[config.mk]
export PLATFORM = sky130hd
export DESIGN_NAME = regexEngine
export DESIGN_NICKNAME = d
export VERILOG_FILES = /design/src/logic/instrPkg.sv /design/src/logic/threadPkg.sv /design/src/logic/regexIfs.sv /design/src/logic/instrMemory.sv /design/src/logic/regexCpu.sv /design/src/logic/regexEngine.sv /design/src/logic/threadQueue.sv
export VERILOG_INCLUDE_DIRS = /design/src /design/src/logic
export SDC_FILE = /design/constraint.sdc
export NUM_CORES = 2
export LEC_CHECK = 0
export BUFFER_PORTS_ARGS = -buffer_cell sky130_fd_sc_hd__clkbuf_2
export CORE_MARGIN = 1
export CORE_UTILIZATION = 59
export DETAILED_ROUTE_END_ITERATION = 6
export PLACE_DENSITY_LB_ADDON = 0.12
export RECOVER_POWER = 50
export SETUP_SLACK_MARGIN = 0.1
export SLEW_MARGIN = 25
export SYNTH_ARGS = -nofsm -noshare
export SYNTH_HDL_FRONTEND = slang
export SYNTH_HIERARCHICAL = 1
export SYNTH_MEMORY_MAX_BITS = 65536
export SYNTH_SLANG_ARGS = --single-unit
[constraint.sdc]
create_clock -name clk -period 4.6 [get_ports clk]
set_input_delay 0.46 -clock clk [delete_from_list [all_inputs] [get_ports clk]]
set_output_delay 0.46 -clock clk [all_outputs]
set_load 0.005 [all_outputs]
[src/logic/regex_defines.svh]
// width macros for program counter, character index, character, memory word and queue depth
`ifndef REGEX_DEFINES_SVH
`define REGEX_DEFINES_SVH

// program counter, also the instruction memory address
`define PC_WIDTH 8

// character index inside the window, four characters
`define CC_ID_BITS 2

`define CHAR_WIDTH 8

// instruction memory word, instruction sits in the low bits
`define MEM_WIDTH 16

// pending thread entries
`define QUEUE_DEPTH 8

`endif

[src/logic/instrPkg.sv]
// opcode enumeration and instruction struct of the regex program
`include "regex_defines.svh"

package instrPkg;

    typedef enum logic [2:0]
    {
        ACCEPT,
        ACCEPT_PARTIAL,
        SPLIT,
        MATCH,
        MATCH_ANY,
        JMP,
        END_WITHOUT_ACCEPTING
    } Opcode;

    // data holds a character for MATCH or a target pc for SPLIT and JMP
    typedef struct packed
    {
        Opcode op;
        logic [`CHAR_WIDTH-1:0] data;
    } Instr;

endpackage

[src/logic/threadPkg.sv]
// thread struct and CPU state enumeration
`include "regex_defines.svh"

package threadPkg;

    typedef struct packed
    {
        logic [`PC_WIDTH-1:0] pc;
        logic [`CC_ID_BITS-1:0] ccId;
    } Thread;

    typedef enum logic [2:0]
    {
        IDLE,
        FETCH_SEND,
        FETCH_REC,
        EXEC_1,
        EXEC_2
    } CpuState;

endpackage

[src/logic/regexIfs.sv]
// threadIf and fetchIf interfaces with their modports
`include "regex_defines.svh"

// ready-valid channel carrying one thread
interface threadIf
    import threadPkg::*;
();
    logic valid;
    logic ready;
    Thread payload;

    modport source (output valid, output payload, input ready);
    modport sink (input valid, input payload, output ready);
endinterface

// instruction fetch channel, data answers one cycle after the request
interface fetchIf ();
    logic valid;
    logic ready;
    logic [`PC_WIDTH-1:0] addr;
    logic [`MEM_WIDTH-1:0] data;

    modport requester
    (
        output valid,
        output addr,
        input ready,
        input data
    );
    modport memory
    (
        input valid,
        input addr,
        output ready,
        output data
    );
endinterface

[src/logic/instrMemory.sv]
// program storage with a write port and a ready-valid fetch port
`include "regex_defines.svh"

module instrMemory
(
    input logic clk,
    input logic progWrite,
    input logic [`PC_WIDTH-1:0] progAddr,
    input logic [`MEM_WIDTH-1:0] progData,
    fetchIf.memory fetch
);
    localparam int words = 2 ** `PC_WIDTH;

    logic [`MEM_WIDTH-1:0] mem [words];

    // single-cycle array, never stalls a request
    assign fetch.ready = 1'b1;

    // program load
    always_ff @(posedge clk)
    begin
        if (progWrite)
        begin
            mem[progAddr] <= progData;
        end
    end

    // registered read data, valid the cycle after the accepted request
    always_ff @(posedge clk)
    begin
        if (fetch.valid && fetch.ready)
        begin
            fetch.data <= mem[fetch.addr];
        end
    end

endmodule

[src/logic/regexCpu.sv]
// thread execution FSM that fetches and executes one instruction per thread
`include "regex_defines.svh"

module regexCpu
    import instrPkg::*;
    import threadPkg::*;
(
    input logic clk,
    input logic rst,
    input logic [`CHAR_WIDTH*(2**`CC_ID_BITS)-1:0] chars,
    threadIf.sink inThread,
    fetchIf.requester fetch,
    threadIf.source outThread,
    output logic accepts,
    output logic running
);
    CpuState state;
    CpuState nextState;
    Thread curThread;
    Instr curInstr;
    logic [`CHAR_WIDTH-1:0] curChar;

    // outcome of the latched instruction
    logic execValid;
    logic execAccept;
    Thread execThread;
    CpuState execNext;

    // character under the thread's index
    assign curChar = chars[curThread.ccId*`CHAR_WIDTH +: `CHAR_WIDTH];

    always_comb
    begin
        execValid = 1'b0;
        execAccept = 1'b0;
        execThread.pc = curThread.pc + 1'b1;
        execThread.ccId = curThread.ccId;
        execNext = IDLE;
        case (curInstr.op)
            ACCEPT:
            begin
                // only a full match, the string must end here
                execAccept = (curChar == '0);
            end
            ACCEPT_PARTIAL:
            begin
                execAccept = 1'b1;
            end
            SPLIT:
            begin
                execValid = 1'b1;
                if (state == EXEC_1)
                begin
                    execNext = EXEC_2;
                end
                else
                begin
                    execThread.pc = curInstr.data;
                end
            end
            MATCH:
            begin
                if (curChar == curInstr.data)
                begin
                    execValid = 1'b1;
                    execThread.ccId = curThread.ccId + 1'b1;
                end
            end
            MATCH_ANY:
            begin
                execValid = 1'b1;
                execThread.ccId = curThread.ccId + 1'b1;
            end
            JMP:
            begin
                execValid = 1'b1;
                execThread.pc = curInstr.data;
            end
            default:
            begin
                // END_WITHOUT_ACCEPTING, thread dies
                execValid = 1'b0;
            end
        endcase
    end

    always_comb
    begin
        nextState = state;
        inThread.ready = 1'b0;
        fetch.valid = 1'b0;
        outThread.valid = 1'b0;
        accepts = 1'b0;
        running = 1'b1;
        case (state)
            IDLE:
            begin
                running = 1'b0;
                inThread.ready = 1'b1;
                if (inThread.valid)
                begin
                    nextState = FETCH_SEND;
                end
            end
            FETCH_SEND:
            begin
                fetch.valid = 1'b1;
                if (fetch.ready)
                begin
                    nextState = FETCH_REC;
                end
            end
            FETCH_REC:
            begin
                nextState = EXEC_1;
            end
            EXEC_1, EXEC_2:
            begin
                outThread.valid = execValid;
                accepts = execAccept;
                // hold while the queue pushes back
                if (!execValid || outThread.ready)
                begin
                    nextState = execNext;
                end
            end
            default:
            begin
                nextState = IDLE;
            end
        endcase
    end

    // pc is steady from the pop until the next thread
    assign fetch.addr = curThread.pc;
    assign outThread.payload = execThread;

    always_ff @(posedge clk)
    begin
        if (rst)
        begin
            state <= IDLE;
        end
        else
        begin
            state <= nextState;
        end
    end

    always_ff @(posedge clk)
    begin
        if (state == IDLE && inThread.valid)
        begin
            curThread <= inThread.payload;
        end
        if (state == FETCH_REC)
        begin
            curInstr <= Instr'(fetch.data[$bits(Instr)-1:0]);
        end
    end

endmodule

[src/logic/regexEngine.sv]
// engine top level with run control, match flag and done detection
`include "regex_defines.svh"

module regexEngine
    import threadPkg::*;
(
    input logic clk,
    input logic rst,
    input logic progWrite,
    input logic [`PC_WIDTH-1:0] progAddr,
    input logic [`MEM_WIDTH-1:0] progData,
    input logic [`CHAR_WIDTH*(2**`CC_ID_BITS)-1:0] chars,
    input logic start,
    input logic [`PC_WIDTH-1:0] startPc,
    output logic busy,
    output logic done,
    output logic matched
);
    logic seedValid;
    Thread seed;
    logic queueEmpty;
    logic cpuRunning;
    logic cpuAccepts;
    logic pushing;
    logic runEnd;

    threadIf popIf ();
    threadIf contIf ();
    fetchIf fetchBus ();

    // a start is taken only between runs
    assign seedValid = start && !busy;
    assign seed.pc = startPc;
    assign seed.ccId = '0;

    assign pushing = seedValid || (contIf.valid && contIf.ready);

    // nothing queued, nothing executing and nothing on its way in
    assign runEnd = busy && queueEmpty && !cpuRunning && !pushing;

    always_ff @(posedge clk)
    begin
        if (rst)
        begin
            busy <= 1'b0;
            done <= 1'b0;
            matched <= 1'b0;
        end
        else
        begin
            done <= runEnd;
            if (seedValid)
            begin
                busy <= 1'b1;
            end
            else if (runEnd)
            begin
                busy <= 1'b0;
            end
            if (seedValid)
            begin
                matched <= 1'b0;
            end
            else if (cpuAccepts)
            begin
                matched <= 1'b1;
            end
        end
    end

    instrMemory memory
    (
        .clk(clk),
        .progWrite(progWrite),
        .progAddr(progAddr),
        .progData(progData),
        .fetch(fetchBus)
    );

    threadQueue queue
    (
        .clk(clk),
        .rst(rst),
        .seedValid(seedValid),
        .seed(seed),
        .cont(contIf),
        .pop(popIf),
        .empty(queueEmpty)
    );

    regexCpu cpu
    (
        .clk(clk),
        .rst(rst),
        .chars(chars),
        .inThread(popIf),
        .fetch(fetchBus),
        .outThread(contIf),
        .accepts(cpuAccepts),
        .running(cpuRunning)
    );

endmodule

[src/logic/threadQueue.sv]
// circular FIFO of pending threads with a seed and continuation push arbiter
`include "regex_defines.svh"

module threadQueue
    import threadPkg::*;
(
    input logic clk,
    input logic rst,
    input logic seedValid,
    input Thread seed,
    threadIf.sink cont,
    threadIf.source pop,
    output logic empty
);
    localparam int ptrWidth = $clog2(`QUEUE_DEPTH);
    localparam int countWidth = $clog2(`QUEUE_DEPTH + 1);
    localparam logic [ptrWidth-1:0] lastSlot = ptrWidth'(`QUEUE_DEPTH - 1);

    Thread buffer [`QUEUE_DEPTH];
    logic [ptrWidth-1:0] rdPtr;
    logic [ptrWidth-1:0] wrPtr;
    logic [countWidth-1:0] count;
    logic pushFire;
    logic popFire;
    Thread pushData;

    // the seed wins, it only arrives while the engine is idle
    assign pushFire = seedValid || (cont.valid && cont.ready);
    assign pushData = seedValid ? seed : cont.payload;
    assign popFire = pop.valid && pop.ready;

    assign cont.ready = (count != countWidth'(`QUEUE_DEPTH));
    assign pop.valid = (count != '0);
    assign pop.payload = buffer[rdPtr];
    assign empty = (count == '0);

    always_ff @(posedge clk)
    begin
        if (pushFire)
        begin
            buffer[wrPtr] <= pushData;
        end
    end

    always_ff @(posedge clk)
    begin
        if (rst)
        begin
            rdPtr <= '0;
            wrPtr <= '0;
            count <= '0;
        end
        else
        begin
            if (pushFire)
            begin
                wrPtr <= (wrPtr == lastSlot) ? '0 : wrPtr + 1'b1;
            end
            if (popFire)
            begin
                rdPtr <= (rdPtr == lastSlot) ? '0 : rdPtr + 1'b1;
            end
            case ({pushFire, popFire})
                2'b10: count <= count + 1'b1;
                2'b01: count <= count - 1'b1;
                default: count <= count;
            endcase
        end
    end

endmodule

==> impl_metrics.xml <==
<?xml version="1.0" encoding="UTF-8"?>
<metrics>
  <group name="power">
    <metric name="power.switching_fraction" unit="">0.303</metric>
    <metric name="clk_network_pwr_share" unit="">0.306</metric>
    <metric name="comb_power_share" unit="">0.291</metric>
    <metric name="cell_internal_pwr" unit="mW">52.5</metric>
    <metric name="vdd.ir_drop.worst" unit="V">0.000498</metric>
    <metric name="power_switching" unit="mW">22.8</metric>
    <metric name="static_power_due_to_leakage" unit="nW">41.3</metric>
    <metric name="p_per_area" unit="nW/um^2">582</metric>
    <metric name="seq_power_share" unit="">0.403</metric>
  </group>
  <group name="logic_synthesis">
    <metric name="post_synth_inst_count" unit="">5670</metric>
    <metric name="yosysWarnings" unit="">6</metric>
    <metric name="postSynthAreaPerCell" unit="sq um">20.5</metric>
    <metric name="mappedNetlistArea" unit="sq um">116000</metric>
  </group>
  <group name="setup_path">
    <metric name="worst-endpoint-required" unit="ns">5.06</metric>
    <metric name="r2r-end" unit="">queue/count[2]</metric>
    <metric name="critical_path.n_buffers_inverters" unit="">2</metric>
    <metric name="cp.arrival" unit="ns">4.69</metric>
    <metric name="critPathTopFamily" unit="">buffers and inverters</metric>
    <metric name="reg2reg_launch_point" unit="">cpu/curThread[0]</metric>
    <metric name="crit_fanout" unit="">128</metric>
    <metric name="reg2reg_slack" unit="ns">0.47</metric>
    <metric name="worst_setup_path_start_kind" unit="">input pin</metric>
    <metric name="worstSetupEndpointType" unit="">register</metric>
    <metric name="criticalPathCategory" unit="">input pin to register</metric>
    <metric name="timing.reg2reg.worst_path_depth" unit="">13</metric>
    <metric name="timing.critical_path.slowest_cell_delay" unit="ns">2.17</metric>
    <metric name="worst_path_max_delay_cell" unit="">sky130_fd_sc_hd__clkbuf_2</metric>
    <metric name="path_common_cell" unit="">sky130_fd_sc_hd__clkbuf_2</metric>
    <metric name="crit_chain" unit="">clkbuf_2, clkbuf_2</metric>
  </group>
  <group name="place">
    <metric name="dp_cells" unit="">8258</metric>
    <metric name="dp_hpwl" unit="um">173000</metric>
    <metric name="placed_cell_area" unit="sq um">120000</metric>
    <metric name="routabilityCongestion" unit="">0.887</metric>
    <metric name="portBuffers" unit="">65</metric>
  </group>
  <group name="detailed_routing">
    <metric name="drt_iter0_drc" unit="">7274</metric>
    <metric name="route.vias.total" unit="">57900</metric>
    <metric name="number_of_nets_still_failing_antenna_checks_after_routing" unit="">0</metric>
    <metric name="dr.pass1.iters" unit="">6</metric>
    <metric name="wl" unit="um">284000</metric>
    <metric name="via_per_inst" unit="">6.58</metric>
    <metric name="remaining_drc_errors" unit="">0</metric>
    <metric name="wl_per_instance" unit="um">32.3</metric>
  </group>
  <group name="grt">
    <metric name="gr_overflow_total" unit="">0</metric>
    <metric name="grtUsageMet3" unit="">0.0647</metric>
    <metric name="initial_antenna_violation_count" unit="">14</metric>
    <metric name="first_global_vias" unit="">57000</metric>
    <metric name="use_met2" unit="">0.443</metric>
    <metric name="pin_count_of_the_biggest_net_entering_global_routing" unit="">170</metric>
    <metric name="grt_most_used_layer" unit="">met2</metric>
    <metric name="grt_pass1_wl" unit="um">406000</metric>
    <metric name="groute.layer.met1.usage" unit="">0.420</metric>
    <metric name="gr-usage-all-layers" unit="">0.288</metric>
  </group>
  <group name="hold_path">
    <metric name="worstHoldPathType" unit="">input pin to register</metric>
    <metric name="worstHoldPathCells" unit="">3</metric>
    <metric name="min_from" unit="">progAddr[1]</metric>
    <metric name="min_to" unit="">memory/mem[171][2]</metric>
  </group>
  <group name="sta">
    <metric name="timing.slew.headroom" unit="">-1.57</metric>
    <metric name="pin_slew_with_the_least_headroom_to_its_limit" unit="ns">3.85</metric>
    <metric name="part_of_the_cycle_the_worst_path_needs" unit="">0.920</metric>
    <metric name="max_freq" unit="MHz">236</metric>
    <metric name="totalNegativeSetupSlack" unit="ns">0</metric>
    <metric name="setup_viol_count_final" unit="">0</metric>
    <metric name="clock-skew-final" unit="ns">0.0592</metric>
    <metric name="maxSlewViolCount" unit="">2151</metric>
    <metric name="report.final.hold_viol_count" unit="">0</metric>
    <metric name="period_minus_slack" unit="ns">4.23</metric>
    <metric name="rsz_0062_raised_after_global_routing" unit="">false</metric>
  </group>
  <group name="cells_and_area">
    <metric name="area_delta_synth_final" unit="%">11.6</metric>
    <metric name="layout.cells.non_filler" unit="">8790</metric>
    <metric name="final_layout_size_suffix_gt1_frac" unit="">0.251</metric>
    <metric name="num-nets-final" unit="">6031</metric>
    <metric name="design_area" unit="sq um">130000</metric>
  </group>
  <group name="clock_tree">
    <metric name="clk_transition_reported_paths" unit="ns">0.06</metric>
    <metric name="cts_tree" unit="">done</metric>
    <metric name="tritoncts.num_buffers" unit="">307</metric>
    <metric name="clk_lat_worst_skew" unit="ns">0.94</metric>
    <metric name="cts_buffer_depth" unit="">4</metric>
    <metric name="clkSinkCount" unit="">2947</metric>
    <metric name="clockRootBuffer" unit="">sky130_fd_sc_hd__clkbuf_16</metric>
    <metric name="h_tree_levels" unit="">5</metric>
  </group>
  <group name="run_status">
    <metric name="failed_checks" unit="">capacitance limit, slew limit</metric>
    <metric name="outcome" unit="">finished, violations left</metric>
  </group>
  <group name="floorplanning">
    <metric name="die_outline_area" unit="sq um">199000</metric>
    <metric name="rows" unit="">162</metric>
    <metric name="die-height" unit="um">446</metric>
    <metric name="die_width" unit="um">446</metric>
    <metric name="core_region_area" unit="sq um">195000</metric>
    <metric name="io_pins" unit="">71</metric>
    <metric name="floorplan.initialDensity" unit="">0.595</metric>
  </group>
  <group name="job">
    <metric name="max-cap-violations" unit="">26</metric>
  </group>
</metrics>
[what timing repair did]
action / 4_1_cts / 5_1_grt
endpoints found under the hold margin: 71 / 0
setup buffers: 0 / 0
hold buffers: 11 / 0
resized for setup: 0 / 0
[per-stage QoR]
stage                util  setup WS (ns)  hold WS [ns]  total power [mW]
finish              0.664          0.370         0.270              75.4
floorplan               -          0.972         0.400              45.8
global placement    0.617          0.475         0.405              52.5
CTS                 0.665          0.480        0.0263              75.7
global route        0.664          0.138         0.256              77.7
detailed placement  0.617          0.463         0.406              52.7
[area by class of cell]
class	count	area, sq um
Antenna cell	5	12.5
Clock buffer	383	8210
Clock inverter	132	995
Fill cell	12700	65600
Inverter	9	41.3
Multi-Input combinational cell	2239	25200
Sequential cell	2947	88300
Tap cell	2624	3280
Timing Repair Buffer	451	3530
[per-layer routing]
layer | share of wire | vias to the layer above
met2 | 0.47 | 2885
met1 | 0.40 | 30400
met5 | 0.00029 | -
li1 | - | 24100
met4 | 0.029 | 12
met3 | 0.10 | 435
[state kept, by name (all words and copies together) (netlist names), named ones only]
register / flops
busy: 1
cpu/curInstr: 11
cpu/curThread: 2
cpu/fetch.addr: 8
cpu/state: 3
done: 1
matched: 1
memory/fetch.data: 11
memory/mem: 2816
queue/buffer: 80
queue/count: 4
queue/rdPtr: 3
queue/wrPtr: 3
[cells in the final DEF, fill, tap and decap left out, types with 7 or more instances in the layout]
cell type	count
sky130_fd_sc_hd__edfxtp_1	2928
sky130_fd_sc_hd__mux4_2	577
sky130_fd_sc_hd__mux2i_1	395
sky130_fd_sc_hd__clkbuf_16	317
sky130_fd_sc_hd__buf_4	279
sky130_fd_sc_hd__nor2_1	247
sky130_fd_sc_hd__o221ai_1	173
sky130_fd_sc_hd__a21oi_1	129
sky130_fd_sc_hd__clkbuf_1	107
sky130_fd_sc_hd__o22ai_1	103
sky130_fd_sc_hd__mux2_2	83
sky130_fd_sc_hd__clkbuf_2	77
sky130_fd_sc_hd__nor3_1	72
sky130_fd_sc_hd__nor2_2	59
sky130_fd_sc_hd__clkinv_1	55
sky130_fd_sc_hd__clkinv_2	53
sky130_fd_sc_hd__nand2_1	52
sky130_fd_sc_hd__buf_12	37
sky130_fd_sc_hd__o21ai_0	35
sky130_fd_sc_hd__nand3_1	31
sky130_fd_sc_hd__a22oi_1	31
sky130_fd_sc_hd__a22o_1	23
sky130_fd_sc_hd__nand4_1	21
sky130_fd_sc_hd__a221oi_1	19
sky130_fd_sc_hd__dfxtp_1	18
sky130_fd_sc_hd__nor4_1	17
sky130_fd_sc_hd__bufinv_16	15
sky130_fd_sc_hd__nor2b_1	14
sky130_fd_sc_hd__xor2_1	14
sky130_fd_sc_hd__a211oi_1	14
sky130_fd_sc_hd__o31ai_1	13
sky130_fd_sc_hd__o32ai_1	13
sky130_fd_sc_hd__dlygate4sd3_1	11
sky130_fd_sc_hd__and3_1	10
sky130_fd_sc_hd__nand2b_1	8
sky130_fd_sc_hd__ha_1	8
sky130_fd_sc_hd__inv_1	7
[worst max path at each step]
stage,from,endpoint,slack [ns],cells past startpoint
after CTS,cpu/curThread[0],queue/count[2],0.48,13
after global placement,cpu/curThread[0],queue/count[2],0.48,13
after detailed placement,cpu/curThread[0],queue/count[2],0.46,13
final,progData[6],memory/mem[193][6],0.37,2
after global routing,cpu/curThread[0],queue/count[2],0.14,13
after floorplan,cpu/curThread[0],queue/buffer[0][0],0.97,9
[power groups by stage]
stage | Sequential [mW] | Combinational [mW] | Clock [mW]
2_1_floorplan | 30.7 | 15.2 | 0
6_report | 30.4 | 21.9 | 23.1
4_1_cts | 30.3 | 21.9 | 23.4
3_3_place_gp | 30.9 | 21.6 | 0
3_5_place_dp | 30.9 | 21.8 | 0
5_1_grt | 30.4 | 22.9 | 24.4
(Power assumes the default switching activity.)
